===== src/source/mem_cfg_pkg.sv =====
package mem_cfg_pkg;

   ////////////////////////////////////////////////////////////
   // Address and data geometry
   ////////////////////////////////////////////////////////////

   localparam int BYTE_ADDR_W = 12;
   // Four bytes per word
   localparam int DATA_SHIFT = 2;
   localparam int DATA_W = (2 ** DATA_SHIFT) * 8;
   localparam int BANK_W = 2;
   localparam int NUM_BANKS = 2 ** BANK_W;
   localparam int WORD_ADDR_W = BYTE_ADDR_W - DATA_SHIFT;
   // Word index inside one bank
   localparam int ROW_W = WORD_ADDR_W - BANK_W;

   ////////////////////////////////////////////////////////////
   // Timing and transaction tags
   ////////////////////////////////////////////////////////////

   // Clocks of ram_req high up to the acknowledge
   localparam int RAM_LATENCY = 3;
   localparam int LAT_CNT_W = $clog2(RAM_LATENCY + 1);
   localparam logic [LAT_CNT_W-1:0] LAT_RELOAD = LAT_CNT_W'(RAM_LATENCY);
   localparam int TAG_W = 4;

endpackage

===== src/source/mem_types_pkg.sv =====
package mem_types_pkg;

   // Word index with byte offset, as the host sees memory
   typedef struct packed {
      logic [mem_cfg_pkg::WORD_ADDR_W-1:0] word;
      logic [mem_cfg_pkg::DATA_SHIFT-1:0]  offset;
   } mem_addr_flat_t;

   // Bank taken from the low word bits so neighbouring words interleave
   typedef struct packed {
      logic [mem_cfg_pkg::ROW_W-1:0]      row;
      logic [mem_cfg_pkg::BANK_W-1:0]     bank;
      logic [mem_cfg_pkg::DATA_SHIFT-1:0] offset;
   } mem_addr_bank_t;

   // One byte address, two readings of the same bits
   typedef union packed {
      mem_addr_flat_t flat;
      mem_addr_bank_t banked;
   } mem_addr_u;

   // Host request
   typedef struct packed {
      mem_addr_u                       addr;
      logic                            we;
      logic [mem_cfg_pkg::DATA_W-1:0]  wdata;
      logic [mem_cfg_pkg::TAG_W-1:0]   tag;
   } mem_req_t;

   // Data is the word held before the access
   typedef struct packed {
      logic [mem_cfg_pkg::TAG_W-1:0]   tag;
      logic [mem_cfg_pkg::DATA_W-1:0]  data;
   } mem_rsp_t;

   // Command held in a bank slot
   typedef struct packed {
      logic [mem_cfg_pkg::ROW_W-1:0]   row;
      logic                            we;
      logic [mem_cfg_pkg::DATA_W-1:0]  wdata;
      logic [mem_cfg_pkg::TAG_W-1:0]   tag;
   } bank_cmd_t;

endpackage


===== src/source/rsp_collect.sv =====
`timescale 1ns/100ps

module rsp_collect (
   input  logic                                                     clk_i,
   input  logic                                                     rst_i,
   input  logic [mem_cfg_pkg::NUM_BANKS-1:0]                        bank_done_i,
   input  mem_types_pkg::mem_rsp_t [mem_cfg_pkg::NUM_BANKS-1:0]     bank_rsp_i,
   input  logic                                                     rsp_ack_i,
   output logic [mem_cfg_pkg::NUM_BANKS-1:0]                        bank_take_o,
   output logic                                                     rsp_req_o,
   output mem_types_pkg::mem_rsp_t                                  rsp_data_o
);

   logic [mem_cfg_pkg::BANK_W-1:0] last_q;
   logic [mem_cfg_pkg::BANK_W-1:0] pick_idx;
   logic                           pick_vld;
   logic                           can_pick;

   ////////////////////////////////////////////////////////////
   // Round-robin pick
   ////////////////////////////////////////////////////////////

   // Search starts just past the last bank served
   always_comb begin
      logic [mem_cfg_pkg::BANK_W-1:0] cand;
      pick_vld = 1'b0;
      pick_idx = last_q;
      for (int i = 1; i <= mem_cfg_pkg::NUM_BANKS; i++) begin
         cand = last_q + i[mem_cfg_pkg::BANK_W-1:0];
         if (!pick_vld && bank_done_i[cand]) begin
            pick_vld = 1'b1;
            pick_idx = cand;
         end
      end
   end

   // Previous handshake fully closed
   assign can_pick = !rsp_req_o && !rsp_ack_i && pick_vld;

   ////////////////////////////////////////////////////////////
   // Host response handshake
   ////////////////////////////////////////////////////////////

   always_ff @(posedge clk_i) begin
      if (rst_i) begin
         rsp_req_o <= 1'b0;
         last_q    <= '1;
      end else if (can_pick) begin
         rsp_req_o <= 1'b1;
         last_q    <= pick_idx;
      end else if (rsp_req_o && rsp_ack_i) begin
         rsp_req_o <= 1'b0;
      end
   end

   // Response held stable while rsp_req_o is high
   always_ff @(posedge clk_i) begin
      if (can_pick) begin
         rsp_data_o <= bank_rsp_i[pick_idx];
      end
   end

   // Frees the bank on the ack edge
   always_comb begin
      bank_take_o = '0;
      if (rsp_req_o && rsp_ack_i) begin
         bank_take_o[last_q] = 1'b1;
      end
   end

endmodule


===== config.mk =====
export PLATFORM = sky130hd
export DESIGN_NAME = rsp_collect
export DESIGN_NICKNAME = d
export VERILOG_FILES = /design/src/source/mem_cfg_pkg.sv /design/src/source/mem_types_pkg.sv /design/src/source/rsp_collect.sv
export SDC_FILE = /design/constraint.sdc
export NUM_CORES = 1
export LEC_CHECK = 0
export BUFFER_PORTS_ARGS = -buffer_cell sky130_fd_sc_hd__buf_2
export CAP_MARGIN = 40
export CORE_ASPECT_RATIO = 1.25
export CORE_MARGIN = 4
export CORE_UTILIZATION = 45
export DETAILED_ROUTE_END_ITERATION = 8
export HOLD_SLACK_MARGIN = 0.12
export PLACE_DENSITY = 0.87
export SLEW_MARGIN = 20
export SYNTH_ARGS = -nofsm -noshare
export SYNTH_HDL_FRONTEND = slang
export SYNTH_SLANG_ARGS = --single-unit

===== constraint.sdc =====
create_clock -name clk_i -period 3.6 [get_ports clk_i]
set_clock_uncertainty 0.15 [all_clocks]
set_input_delay 0 -clock clk_i [delete_from_list [all_inputs] [get_ports clk_i]]
set_output_delay 0 -clock clk_i [all_outputs]
set_load 0.05 [all_outputs]

==> metrics <==
setup TNS 0 ns; routed via count 6487; DR pass1 iterations 6; yosys warns 0; multi-input gate area in the final layout 3132 µm²; max-slew headroom at the worst pin 0.4239; H-tree depth 2; setup repair after global routing missed its margin no; syn avg cell area 7.229 µm²; Leak 3.113 nW; EDFF count, synth 36; fin area 7023 µm²; post-route DRC violation count 0; Synth Register Bits 39; GR peak layer met2; Buffers on Ports 191; status complete, no violations; CP startpoint kind flip-flop; min-delay worst type in -> reg; post-route insts no fill 1024; Clk Latency, worst-skew pair 0.29 ns; Util after Layout 0.6985; met3 usage 0.04773; die area 11940 µm²; post-synthesis cell type count 29; Synth top area share 0.2344; CTS Buffer Depth 2; CTS tree yes; NumNets Final 1049; Routed Antenna Nets 0; leading area contributor after synthesis edfxtp_1; routed len/inst 19.47 µm; final WL 19.93 mm; dpl cell area 5570 µm²; Placeable Area 10050 µm²; Fin. Hold Viols 0; initial DRC count 737; period utilization 0.9777; dpl ws 0.4264 ns; dominant synthesized flop cell edfxtp_1; Async SR Flop Fraction 0; Placed Cells 891; number of top-level pins 192; fill cell count 747; clk sinks 39; fin crit period 3.520 ns; global route total overflow 0; ANT cells 0; vias in the first global route 6014; Row Count 41; GP Congestion 0.8372; CTS buffer count 5; final setup violation count 0; Post-CTS Setup Bufs 0; most instantiated cells after synthesis nand2_1, a21oi_1, a211oi_1; final worst slack 0.08010 ns; Gate Count Post-Synth 638; Critical Path End Type flip-flop; Synth area leaders edfxtp_1, nand2_1, a311oi_1; vias per cell 6.335; grt met1 use 0.3573; register area 1145 µm²; Final Max Slew Viols 0; CP required 3.48 ns; Initial Util 0.4587; pin count of the biggest net entering global routing 89; pwr dens 467.0 nW/µm²; Chip Height 121.2 µm; critical path arrival 3.40 ns; layout cells sized above 1 0.2592; VDD IR max 246.9 µV; first-pass GRT wire length 29.87 mm; die width 98.55 µm; count leader, synth nand2_1; MaxCap Viol Count 0; Clk pin slew, worst setup/hold paths 0.06 ns; Area Growth Syn to Fin 52.28%; Mapped Area 4612 µm²; sequential share of the synthesized area 0.2474; worst-path fanout max 36; initial antenna violation count 0; met2 usage 0.5360; HPWL Detailed 10.32 mm; critical path class reg -> reg; Worst-Margin Slew 0.8642 ns; FMAX 0.2841 GHz; GRT Total Usage 0.3054; CTS Root Cell clkbuf_16; net count after synthesis 793
==> worst max-delay path, cell delays in order (launching register included) <==
cell           delay [ns]
dfxtp_1              0.43
inv_1                0.11
ha_2                 0.48
mux2i_2              0.34
mux2_2               0.32
buf_12               0.24
a21oi_1              0.12
a311oi_1             0.35
mux2i_1              0.11
dlygate4sd3_1        0.58
==> layout make-up <==
cell class              instances  share of cell area
clock buffers                   7             0.01888
clock inverters                 1           0.0007126
inverters                       5            0.003029
multi-input cells             512              0.4459
flip-flops and latches         39              0.1630
well taps                     129             0.02298
repair buffers                331              0.3454
==> routing by layer <==
layer  share of wire  vias to the layer above
met2            0.51                      538
met5               0                        -
met3           0.095                       94
li1                -                     2911
met1            0.35                     2944
met4           0.048                        0
==> metrics by stage <==
step | hold slack (ns) | power, mW
2_1_floorplan | -0.07724 | 2.092
3_3_place_gp | 0.06731 | 2.501
3_5_place_dp | 0.06489 | 2.525
4_1_cts | 0.1210 | 3.132
5_1_grt | 0.1471 | 3.438
6_report | 0.1112 | 3.280
==> path summary, 6_finish.rpt <==
check | startpoint | end | slack (ns) | cells past startpoint
worst min register to register | last_q[1] | last_q[1] | 0.47 | 2
worst min-delay path | bank_rsp_i[106] | rsp_data_o[34] | 0.11 | 5
worst max register to register | last_q[1] | rsp_data_o[27] | 0.08 | 9
worst max-delay path | last_q[1] | rsp_data_o[27] | 0.08 | 9
==> cells in the final DEF, fill, tap and decap left out, types with 2 or more instances in the layout <==
master,n
clkbuf_16,8
buf_2,191
buf_4,10
a21oi_1,77
nand2_1,216
a311oi_1,73
nand3b_1,2
a211oi_1,75
ha_1,3
and3_1,5
mux2i_2,2
dlygate4sd3_1,122
buf_12,3
mux2i_1,38
clkbuf_1,2
mux4_2,2
dfxtp_1,2
mux2_2,2
nor2_1,3
inv_1,4
edfxtp_1,36
==> sequential cells by signal (all words and copies together), names as in the netlist <==
| register | cells |
|---|---|
| rsp_req_o | 1 |
| last_q | 2 |
| rsp_data_o | 36 |
==> logic make-up (layout without fill, tap and decap cells) <==
logic type / after synthesis / count (layout) / synth area share
flops: 39 / 39 / 0.2474
fa+ha+maj: 4 / 4 / 0.01085
simple gates: 233 / 233 / 0.1994
buf+inv: 87 / 344 / 0.08681
compound gates: 230 / 230 / 0.3519
mux: 45 / 45 / 0.1036
==> power breakdown <==
part | leakage [nW] | total, mW | switching, mW | internal [mW]
logic | 2.67 | 2.14 | 1.34 | 0.800
clock network | 0.0679 | 0.454 | 0.197 | 0.257
registers | 0.373 | 0.685 | 0.0348 | 0.651
total | 3.11 | 3.28 | 1.57 | 1.71
==> timing repair <==
item                       CTS  global route
gates resized for setup      0             7
setup endpoints to repair    0             9
hold endpoints to repair    39             0
hold buffers               122             0
(Power assumes the default switching activity.)
