$ cat src/source/mem_cfg_pkg.sv
package mem_cfg_pkg;

   ////////////////////////////////////////////////////////////
   // Address and data geometry
   ////////////////////////////////////////////////////////////

   localparam int BYTE_ADDR_W = 12;
   // Four bytes per word
   localparam int DATA_SHIFT = 2;
   localparam int DATA_W = (2 ** DATA_SHIFT) * 8;
   localparam int BANK_W = 2;
   localparam int NUM_BANKS = 2 ** BANK_W;
   localparam int WORD_ADDR_W = BYTE_ADDR_W - DATA_SHIFT;
   // Word index inside one bank
   localparam int ROW_W = WORD_ADDR_W - BANK_W;

   ////////////////////////////////////////////////////////////
   // Timing and transaction tags
   ////////////////////////////////////////////////////////////

   // Clocks of ram_req high up to the acknowledge
   localparam int RAM_LATENCY = 3;
   localparam int LAT_CNT_W = $clog2(RAM_LATENCY + 1);
   localparam logic [LAT_CNT_W-1:0] LAT_RELOAD = LAT_CNT_W'(RAM_LATENCY);
   localparam int TAG_W = 4;

endpackage
$ cat src/source/mem_types_pkg.sv
package mem_types_pkg;

   // Word index with byte offset, as the host sees memory
   typedef struct packed {
      logic [mem_cfg_pkg::WORD_ADDR_W-1:0] word;
      logic [mem_cfg_pkg::DATA_SHIFT-1:0]  offset;
   } mem_addr_flat_t;

   // Bank taken from the low word bits so neighbouring words interleave
   typedef struct packed {
      logic [mem_cfg_pkg::ROW_W-1:0]      row;
      logic [mem_cfg_pkg::BANK_W-1:0]     bank;
      logic [mem_cfg_pkg::DATA_SHIFT-1:0] offset;
   } mem_addr_bank_t;

   // One byte address, two readings of the same bits
   typedef union packed {
      mem_addr_flat_t flat;
      mem_addr_bank_t banked;
   } mem_addr_u;

   // Host request
   typedef struct packed {
      mem_addr_u                       addr;
      logic                            we;
      logic [mem_cfg_pkg::DATA_W-1:0]  wdata;
      logic [mem_cfg_pkg::TAG_W-1:0]   tag;
   } mem_req_t;

   // Data is the word held before the access
   typedef struct packed {
      logic [mem_cfg_pkg::TAG_W-1:0]   tag;
      logic [mem_cfg_pkg::DATA_W-1:0]  data;
   } mem_rsp_t;

   // Command held in a bank slot
   typedef struct packed {
      logic [mem_cfg_pkg::ROW_W-1:0]   row;
      logic                            we;
      logic [mem_cfg_pkg::DATA_W-1:0]  wdata;
      logic [mem_cfg_pkg::TAG_W-1:0]   tag;
   } bank_cmd_t;

endpackage

$ cat src/source/req_dispatch.sv
`timescale 1ns/100ps

module req_dispatch (
   input  logic                                 clk_i,
   input  logic                                 rst_i,
   input  logic                                 req_i,
   input  mem_types_pkg::mem_req_t              req_data_i,
   input  logic [mem_cfg_pkg::NUM_BANKS-1:0]    bank_busy_i,
   output logic                                 ack_o,
   output logic [mem_cfg_pkg::NUM_BANKS-1:0]    bank_load_o,
   output mem_types_pkg::bank_cmd_t             bank_cmd_o
);

   logic [mem_cfg_pkg::BANK_W-1:0] tgt_bank;
   logic                           accept;

   ////////////////////////////////////////////////////////////
   // Address decode
   ////////////////////////////////////////////////////////////

   assign tgt_bank = req_data_i.addr.banked.bank;

   // New request, not yet acked, and its bank has a free slot
   assign accept = req_i && !ack_o && !bank_busy_i[tgt_bank];

   always_comb begin
      bank_cmd_o.row   = req_data_i.addr.banked.row;
      bank_cmd_o.we    = req_data_i.we;
      bank_cmd_o.wdata = req_data_i.wdata;
      bank_cmd_o.tag   = req_data_i.tag;
   end

   // One-hot load, lasts a single cycle since ack follows
   always_comb begin
      bank_load_o = '0;
      if (accept) begin
         bank_load_o[tgt_bank] = 1'b1;
      end
   end

   ////////////////////////////////////////////////////////////
   // Host side acknowledge
   ////////////////////////////////////////////////////////////

   always_ff @(posedge clk_i) begin
      if (rst_i) begin
         ack_o <= 1'b0;
      end else if (accept) begin
         ack_o <= 1'b1;
      end else if (ack_o && !req_i) begin
         // Host has let go, close the handshake
         ack_o <= 1'b0;
      end
   end

endmodule

$ cat config.mk
export PLATFORM = sky130hd
export DESIGN_NAME = req_dispatch
export DESIGN_NICKNAME = d
export VERILOG_FILES = /design/src/source/mem_cfg_pkg.sv /design/src/source/mem_types_pkg.sv /design/src/source/req_dispatch.sv
export SDC_FILE = /design/constraint.sdc
export NUM_CORES = 1
export LEC_CHECK = 0
export BUFFER_PORTS_ARGS = -buffer_cell sky130_fd_sc_hd__buf_2
export CAP_MARGIN = 10
export CORE_MARGIN = 2
export CORE_UTILIZATION = 23
export DETAILED_ROUTE_END_ITERATION = 6
export PLACE_DENSITY_LB_ADDON = 0.2
export SLEW_MARGIN = 10
export SYNTH_ARGS = -nofsm -noshare
export SYNTH_HDL_FRONTEND = slang
export SYNTH_SLANG_ARGS = --single-unit
$ cat constraint.sdc
create_clock -name clk_i -period 2.1 [get_ports clk_i]
set_input_delay 0 -clock clk_i [delete_from_list [all_inputs] [get_ports clk_i]]
set_output_delay 0 -clock clk_i [all_outputs]
set_load 0.05 [all_outputs]
==> results.yml, run 1 <==
clocking:
  worstSkewPairLatency_ns: 0
  cts_resized: 0
  post_cts_buffers: 0
  hold_buffers: 0
  clk_pin_slew_ns: 0
critical_path:
  worstPathMaxFanout: 4
  crit_path_end_kind: "primary output"
  crit_type: "reg2out"
  slowest_delay_ns: 0.40
  arrival_ns: 1.18
  startpoint_type: "flop"
  crit_chain: "or3b_1 -> nor3b_1 -> buf_2"
  crit_slowest_cell: "or3b_1"
  required_ns: 2.10
floorplanning:
  dieHeight_microns: 47.8
  dieWidth_microns: 47.8
  io_pins: 106
  coreArea_sq_mm: 0.00176
  start_util_pct: 25.0
  die_area_sq_mm: 0.00228
  rows: 15
grt:
  grt_overflow_total: 0
  grt_pass1_vias: 147
  grt_usage_pct: 4.12
  grt_max_degree: 6
  grt_pass1_wl_microns: 683
  grt_antenna_before_repair: 0
route:
  via_count: 168
  antenna_left: 0
  first_pass_iters: 1
  wl_per_cell_microns: 11.4
  viasPerCell: 3.43
  drt-initial-drc-count: 0
  routed_wl_microns: 558
  drcViolationCount: 0
yosys:
  synth_top_area_share_pct: 76.7
  yosys-top-cells-area: "buf_4 (77%), mux4_2 (5.1%), dfxtp_1 (4.5%), nor3b_1 (3.4%), nor3_1 (2.3%)"
  synth_most_common_cell: "buf_4"
  synth_cell_types: 10
  yosysTopAreaCell: "buf_4"
  yosys-top-cells-count: "buf_4 (45), nor3_1 (2), nor3b_1 (2)"
  synth_fp_nets: 112
  synthCells: 56
  ys.flop_type: "dfxtp_1"
  syn-cell-area_sq_um: 440
  yosysWarnings: 0
  synth_edf_count: 0
  synth_seq_cells: 1
  synth-async-reset-ratio_pct: 0
  synth-seq-area-share_pct: 4.55
  syn_area_per_cell_sq_um: 7.86
sta:
  setup_tns_ns: 0
  rsz0062_at_grt: "no"
  tightest_slew_ns: 0.251
  finalHoldViolations: 0
  hold_ws_ns: 0.0000220
  relSlewSlack_pct: 83.4
  period_needed_ns: 1.18
  fmax_mhz: 845
  fin_crit_sh_pct: 56.4
  slew_viol_final: 0
  setup_viol: 0
  finClkSkew_ns: 0
finish:
  top_regs: "ack_o: 1 flops"
  diodes: 0
  n_fill_cell: 221
  nets: 82
  drive_above_1_share_pct: 62.5
  stdcell_count: 49
  regMostFlops: "ack_o"
  largest_reg_flops: 1
  syn_to_final_growth_pct: -54.8
place:
  post-place-cells: 49
  hpwl_microns: 474
  numPortBuffers: 13
  gp_congestion: 0.554
status:
  outcome: "finished clean"
power_and_ir_drop:
  total_leakage_power_nw: 0.0873
  irDropWorstVdd_v: 0.0000843
  power.density_mw_per_mm2: 288
job:
  drv_cap: 0
hold_path:
  hold_class: "in2out"
==> worst paths after layout <==
path	startpoint	endpoint	slack [ns]	cells after the start
worst max-delay path	ack_o	bank_load_o[2]	0.92	3
worst min register to register	ack_o	ack_o	0.48	2
worst max register to register	ack_o	ack_o	1.52	2
worst min-delay path	req_data_i[10]	bank_cmd_o[10]	0.00002	0
==> worst max-delay path: cells and delay by family (launching register included) <==
kind          cells  cell delay, ns
buf+inv           1            0.28
flops             1            0.31
simple gates      2            0.59
==> power by group <==
group / switching (mW) / internal [mW] / leakage (nW) / total (mW)
Sequential: 0.00114 / 0.0206 / 0.00824 / 0.0217
Clock: 0 / 0 / 0 / 0
Combinational: 0.0213 / 0.0142 / 0.0791 / 0.0356
==> layout by cell type, fill, tap and decap left out <==
cell,count
or3b_1,1
nand2b_1,1
nor3b_1,2
buf_2,13
nor3_1,2
inv_1,1
nand3b_1,1
dfxtp_1,1
a21oi_2,1
mux4_2,1
==> layout make-up <==
cell class              count  area (sq um)  area share (%)
repair buffers             13          65.1            32.7
well taps                  25          31.3            15.7
inverters                   1          3.75            1.89
multi-input cells           9          78.8            39.6
flip-flops and latches      1          20.0            10.1
==> logic make-up after synthesis <==
logic type | share of synthesized area (%)
buffers and inverters | 77.6
and+or+nand+nor | 10.8
AOI/OAI and AO/OA | 1.99
muxes | 5.11
DFF | 4.55
==> routing by layer <==
layer | track usage (%) | wire length [microns] | up-vias
met4 | 3.24 | 36 | 0
met5 | 0 | 0 | -
met1 | 5.59 | 197 | 65
met2 | 3.73 | 162 | 24
li1 | - | - | 69
met3 | 3.40 | 161 | 10
==> through the flow <==
step / setup slack, ns / power (mW) / cell area (sq um) / utilization (%)
after floorplan: 0.00153 / 0.274 / 440 / -
after global placement: 0.894 / 0.0581 / 199 / 11.3
after detailed placement: 0.910 / 0.0579 / 199 / 11.3
after CTS: 0.897 / 0.0580 / 199 / 11.3
after global routing: 0.832 / 0.0607 / 199 / 11.3
final: 0.916 / 0.0573 / 199 / 11.3
No activity file was read; power rests on OpenSTA's default activity.
==> run 2: changes to the inputs <==
CORE_UTILIZATION = 22   (was 23)
clock period = 1.1 ns   (was 2.1 ns; I/O delays follow)
==> run 2 against run 1 <==
  * Setup slack got worse by 0.90 ns
  * Final cell count rose by 6.1%
  * Largest cell class unchanged
  * Cell area rose by 36%
  * Core utilization rose by 2.9 points
  * Routed wire length rose by 7.3%
  * Power rose by 130%
==> results.yml, run 2 (synthesized netlist as in run 1, its figures left out) <==
grt:
  grt_pass1_vias: 214
  grt_usage_pct: 4.73
  grt_overflow_total: 0
  grt_pass1_wl_microns: 966
  grt_antenna_before_repair: 0
  grt_max_degree: 6
finish:
  top_regs: "ack_o: 1 flops"
  drive_above_1_share_pct: 88.0
  syn_to_final_growth_pct: -38.4
  final_common_cell: "buf_2"
  diodes: 0
  seqCellArea_sq_um: 23.8
  multi_input_area_sq_um: 126
  regMostFlops: "ack_o"
  largest_reg_flops: 1
  nets: 83
  layout_common_cells: "buf_2 (10), nor3b_4 (2), nor3_4 (2), buf_4 (2)"
  n_fill_cell: 238
hold_path:
  min_path_cells: 0
  hold_class: "in2out"
  min-delay-start: "req_data_i[19]"
  worstHoldEndpoint: "bank_cmd_o[19]"
route:
  first_pass_iters: 4
  via_count: 198
  viasPerCell: 3.81
  drt-initial-drc-count: 2
  drcViolationCount: 0
  antenna_left: 0
  routed_wl_microns: 599
  wl_per_cell_microns: 11.5
critical_path:
  required_ns: 1.10
  crit_path_end_kind: "primary output"
  rrSetupSlack_ns: 0.44
  crit_type: "reg2out"
  r2r-start: "ack_o"
  rr_endpoint: "ack_o"
  startpoint_type: "flop"
  cp_top_family: "simple AND/OR/NAND/NOR gates"
  cp.buffers_inverters: 1
  rr_worst_depth: 3
  crit_chain: "or3b_4 -> nor3b_4 -> buf_6"
  arrival_ns: 1.09
  crit_slowest_cell: "or3b_4"
  worstPathMaxFanout: 3
  slowest_delay_ns: 0.40
sta:
  fin_ws_ns: 0.0112
  period_needed_ns: 1.09
  setup_tns_ns: 0
  finClkSkew_ns: 0
  fmax_mhz: 918
  tightest_slew_ns: 0.259
  relSlewSlack_pct: 82.9
  slew_viol_final: 0
  fin_crit_sh_pct: 99.0
  finalHoldViolations: 0
  hold_ws_ns: 0.0000220
  setup_viol: 0
  rsz0062_at_grt: "yes"
place:
  gp_congestion: 0.663
  post-place-ws_ns: -0.0659
  hpwl_microns: 515
  numPortBuffers: 13
power_and_ir_drop:
  irDropWorstVdd_v: 0.0000949
  power.density_mw_per_mm2: 484
  total_leakage_power_nw: 0.113
  p_total_mw: 0.131
floorplanning:
  io_pins: 106
  dieHeight_microns: 48.7
  dieWidth_microns: 48.7
  start_util_pct: 22.9
  coreArea_sq_mm: 0.00192
  rows: 16
  die_area_sq_mm: 0.00238
clocking:
  clk_pin_slew_ns: 0
  worstSkewPairLatency_ns: 0
  hold_buffers: 0
  post_cts_buffers: 0
status:
  outcome: "finished clean"
job:
  drv_cap: 0
run 2: cell count changes in the layout (fill, tap and decap cells not counted), moves of 2 or more:
cell	before	now
buf_4	0	2
nor3b_4	0	2
buf_2	13	10
nor3_4	0	2
nor3b_1	2	0
nor3_1	2	0
run 2: layout make-up:
| cell class | count | share of cell area (%) |
|---|---|---|
| inverter | 1 | 1.38 |
| multi-input combinational | 9 | 46.5 |
| sequential | 1 | 8.76 |
| tap | 27 | 12.4 |
| timing repair buffer | 14 | 30.9 |
run 2: worst register-to-register path: cells and delay by family (launching register included):
family,cells,cell delay (ns)
flip-flops,1,0.32
buffers and inverters,2,0.18
AO/OA/AOI/OAI,1,0.04
run 2: routing by layer:
layer	share of wire, %	up-vias	GRT usage (%)
met2	29	22	4.79
met5	0	-	0
met3	22	12	2.16
met1	42	93	6.05
li1	-	71	-
met4	7.0	0	6.19
run 2: per-stage QoR:
| step | util, % | area [sq um] | instances |
|---|---|---|---|
| final | 14.1 | 272 | 52 |
| after global routing | 14.1 | 272 | 52 |
| after detailed placement | 13.5 | 260 | 52 |
| after CTS | 14.0 | 269 | 52 |
| after global placement | 13.5 | 260 | 52 |
| after floorplan | - | 492 | 56 |
run 2: worst max-delay path by stage:
stage          start              to  slack (ns)  cells past startpoint
2_1_floorplan  ack_o  bank_load_o[2]       -0.20                      2
3_3_place_gp   ack_o  bank_load_o[2]       -0.06                      3
3_5_place_dp   ack_o  bank_load_o[2]       -0.07                      3
4_1_cts        ack_o  bank_load_o[2]        0.01                      3
5_1_grt        ack_o  bank_load_o[2]      -0.007                      3
6_report       ack_o  bank_load_o[2]        0.01                      3
run 2: where the power goes:
group	switching [mW]	internal [mW]	total, mW
logic	0.0525	0.0387	0.0912
registers	0.00172	0.0385	0.0402
clock network	0	0	0
total	0.0542	0.0772	0.131
run 2: timing repair:
item	4_1_cts	5_1_grt
setup endpoints to repair	2	2
gates resized for setup	3	1
pin swaps	0	0
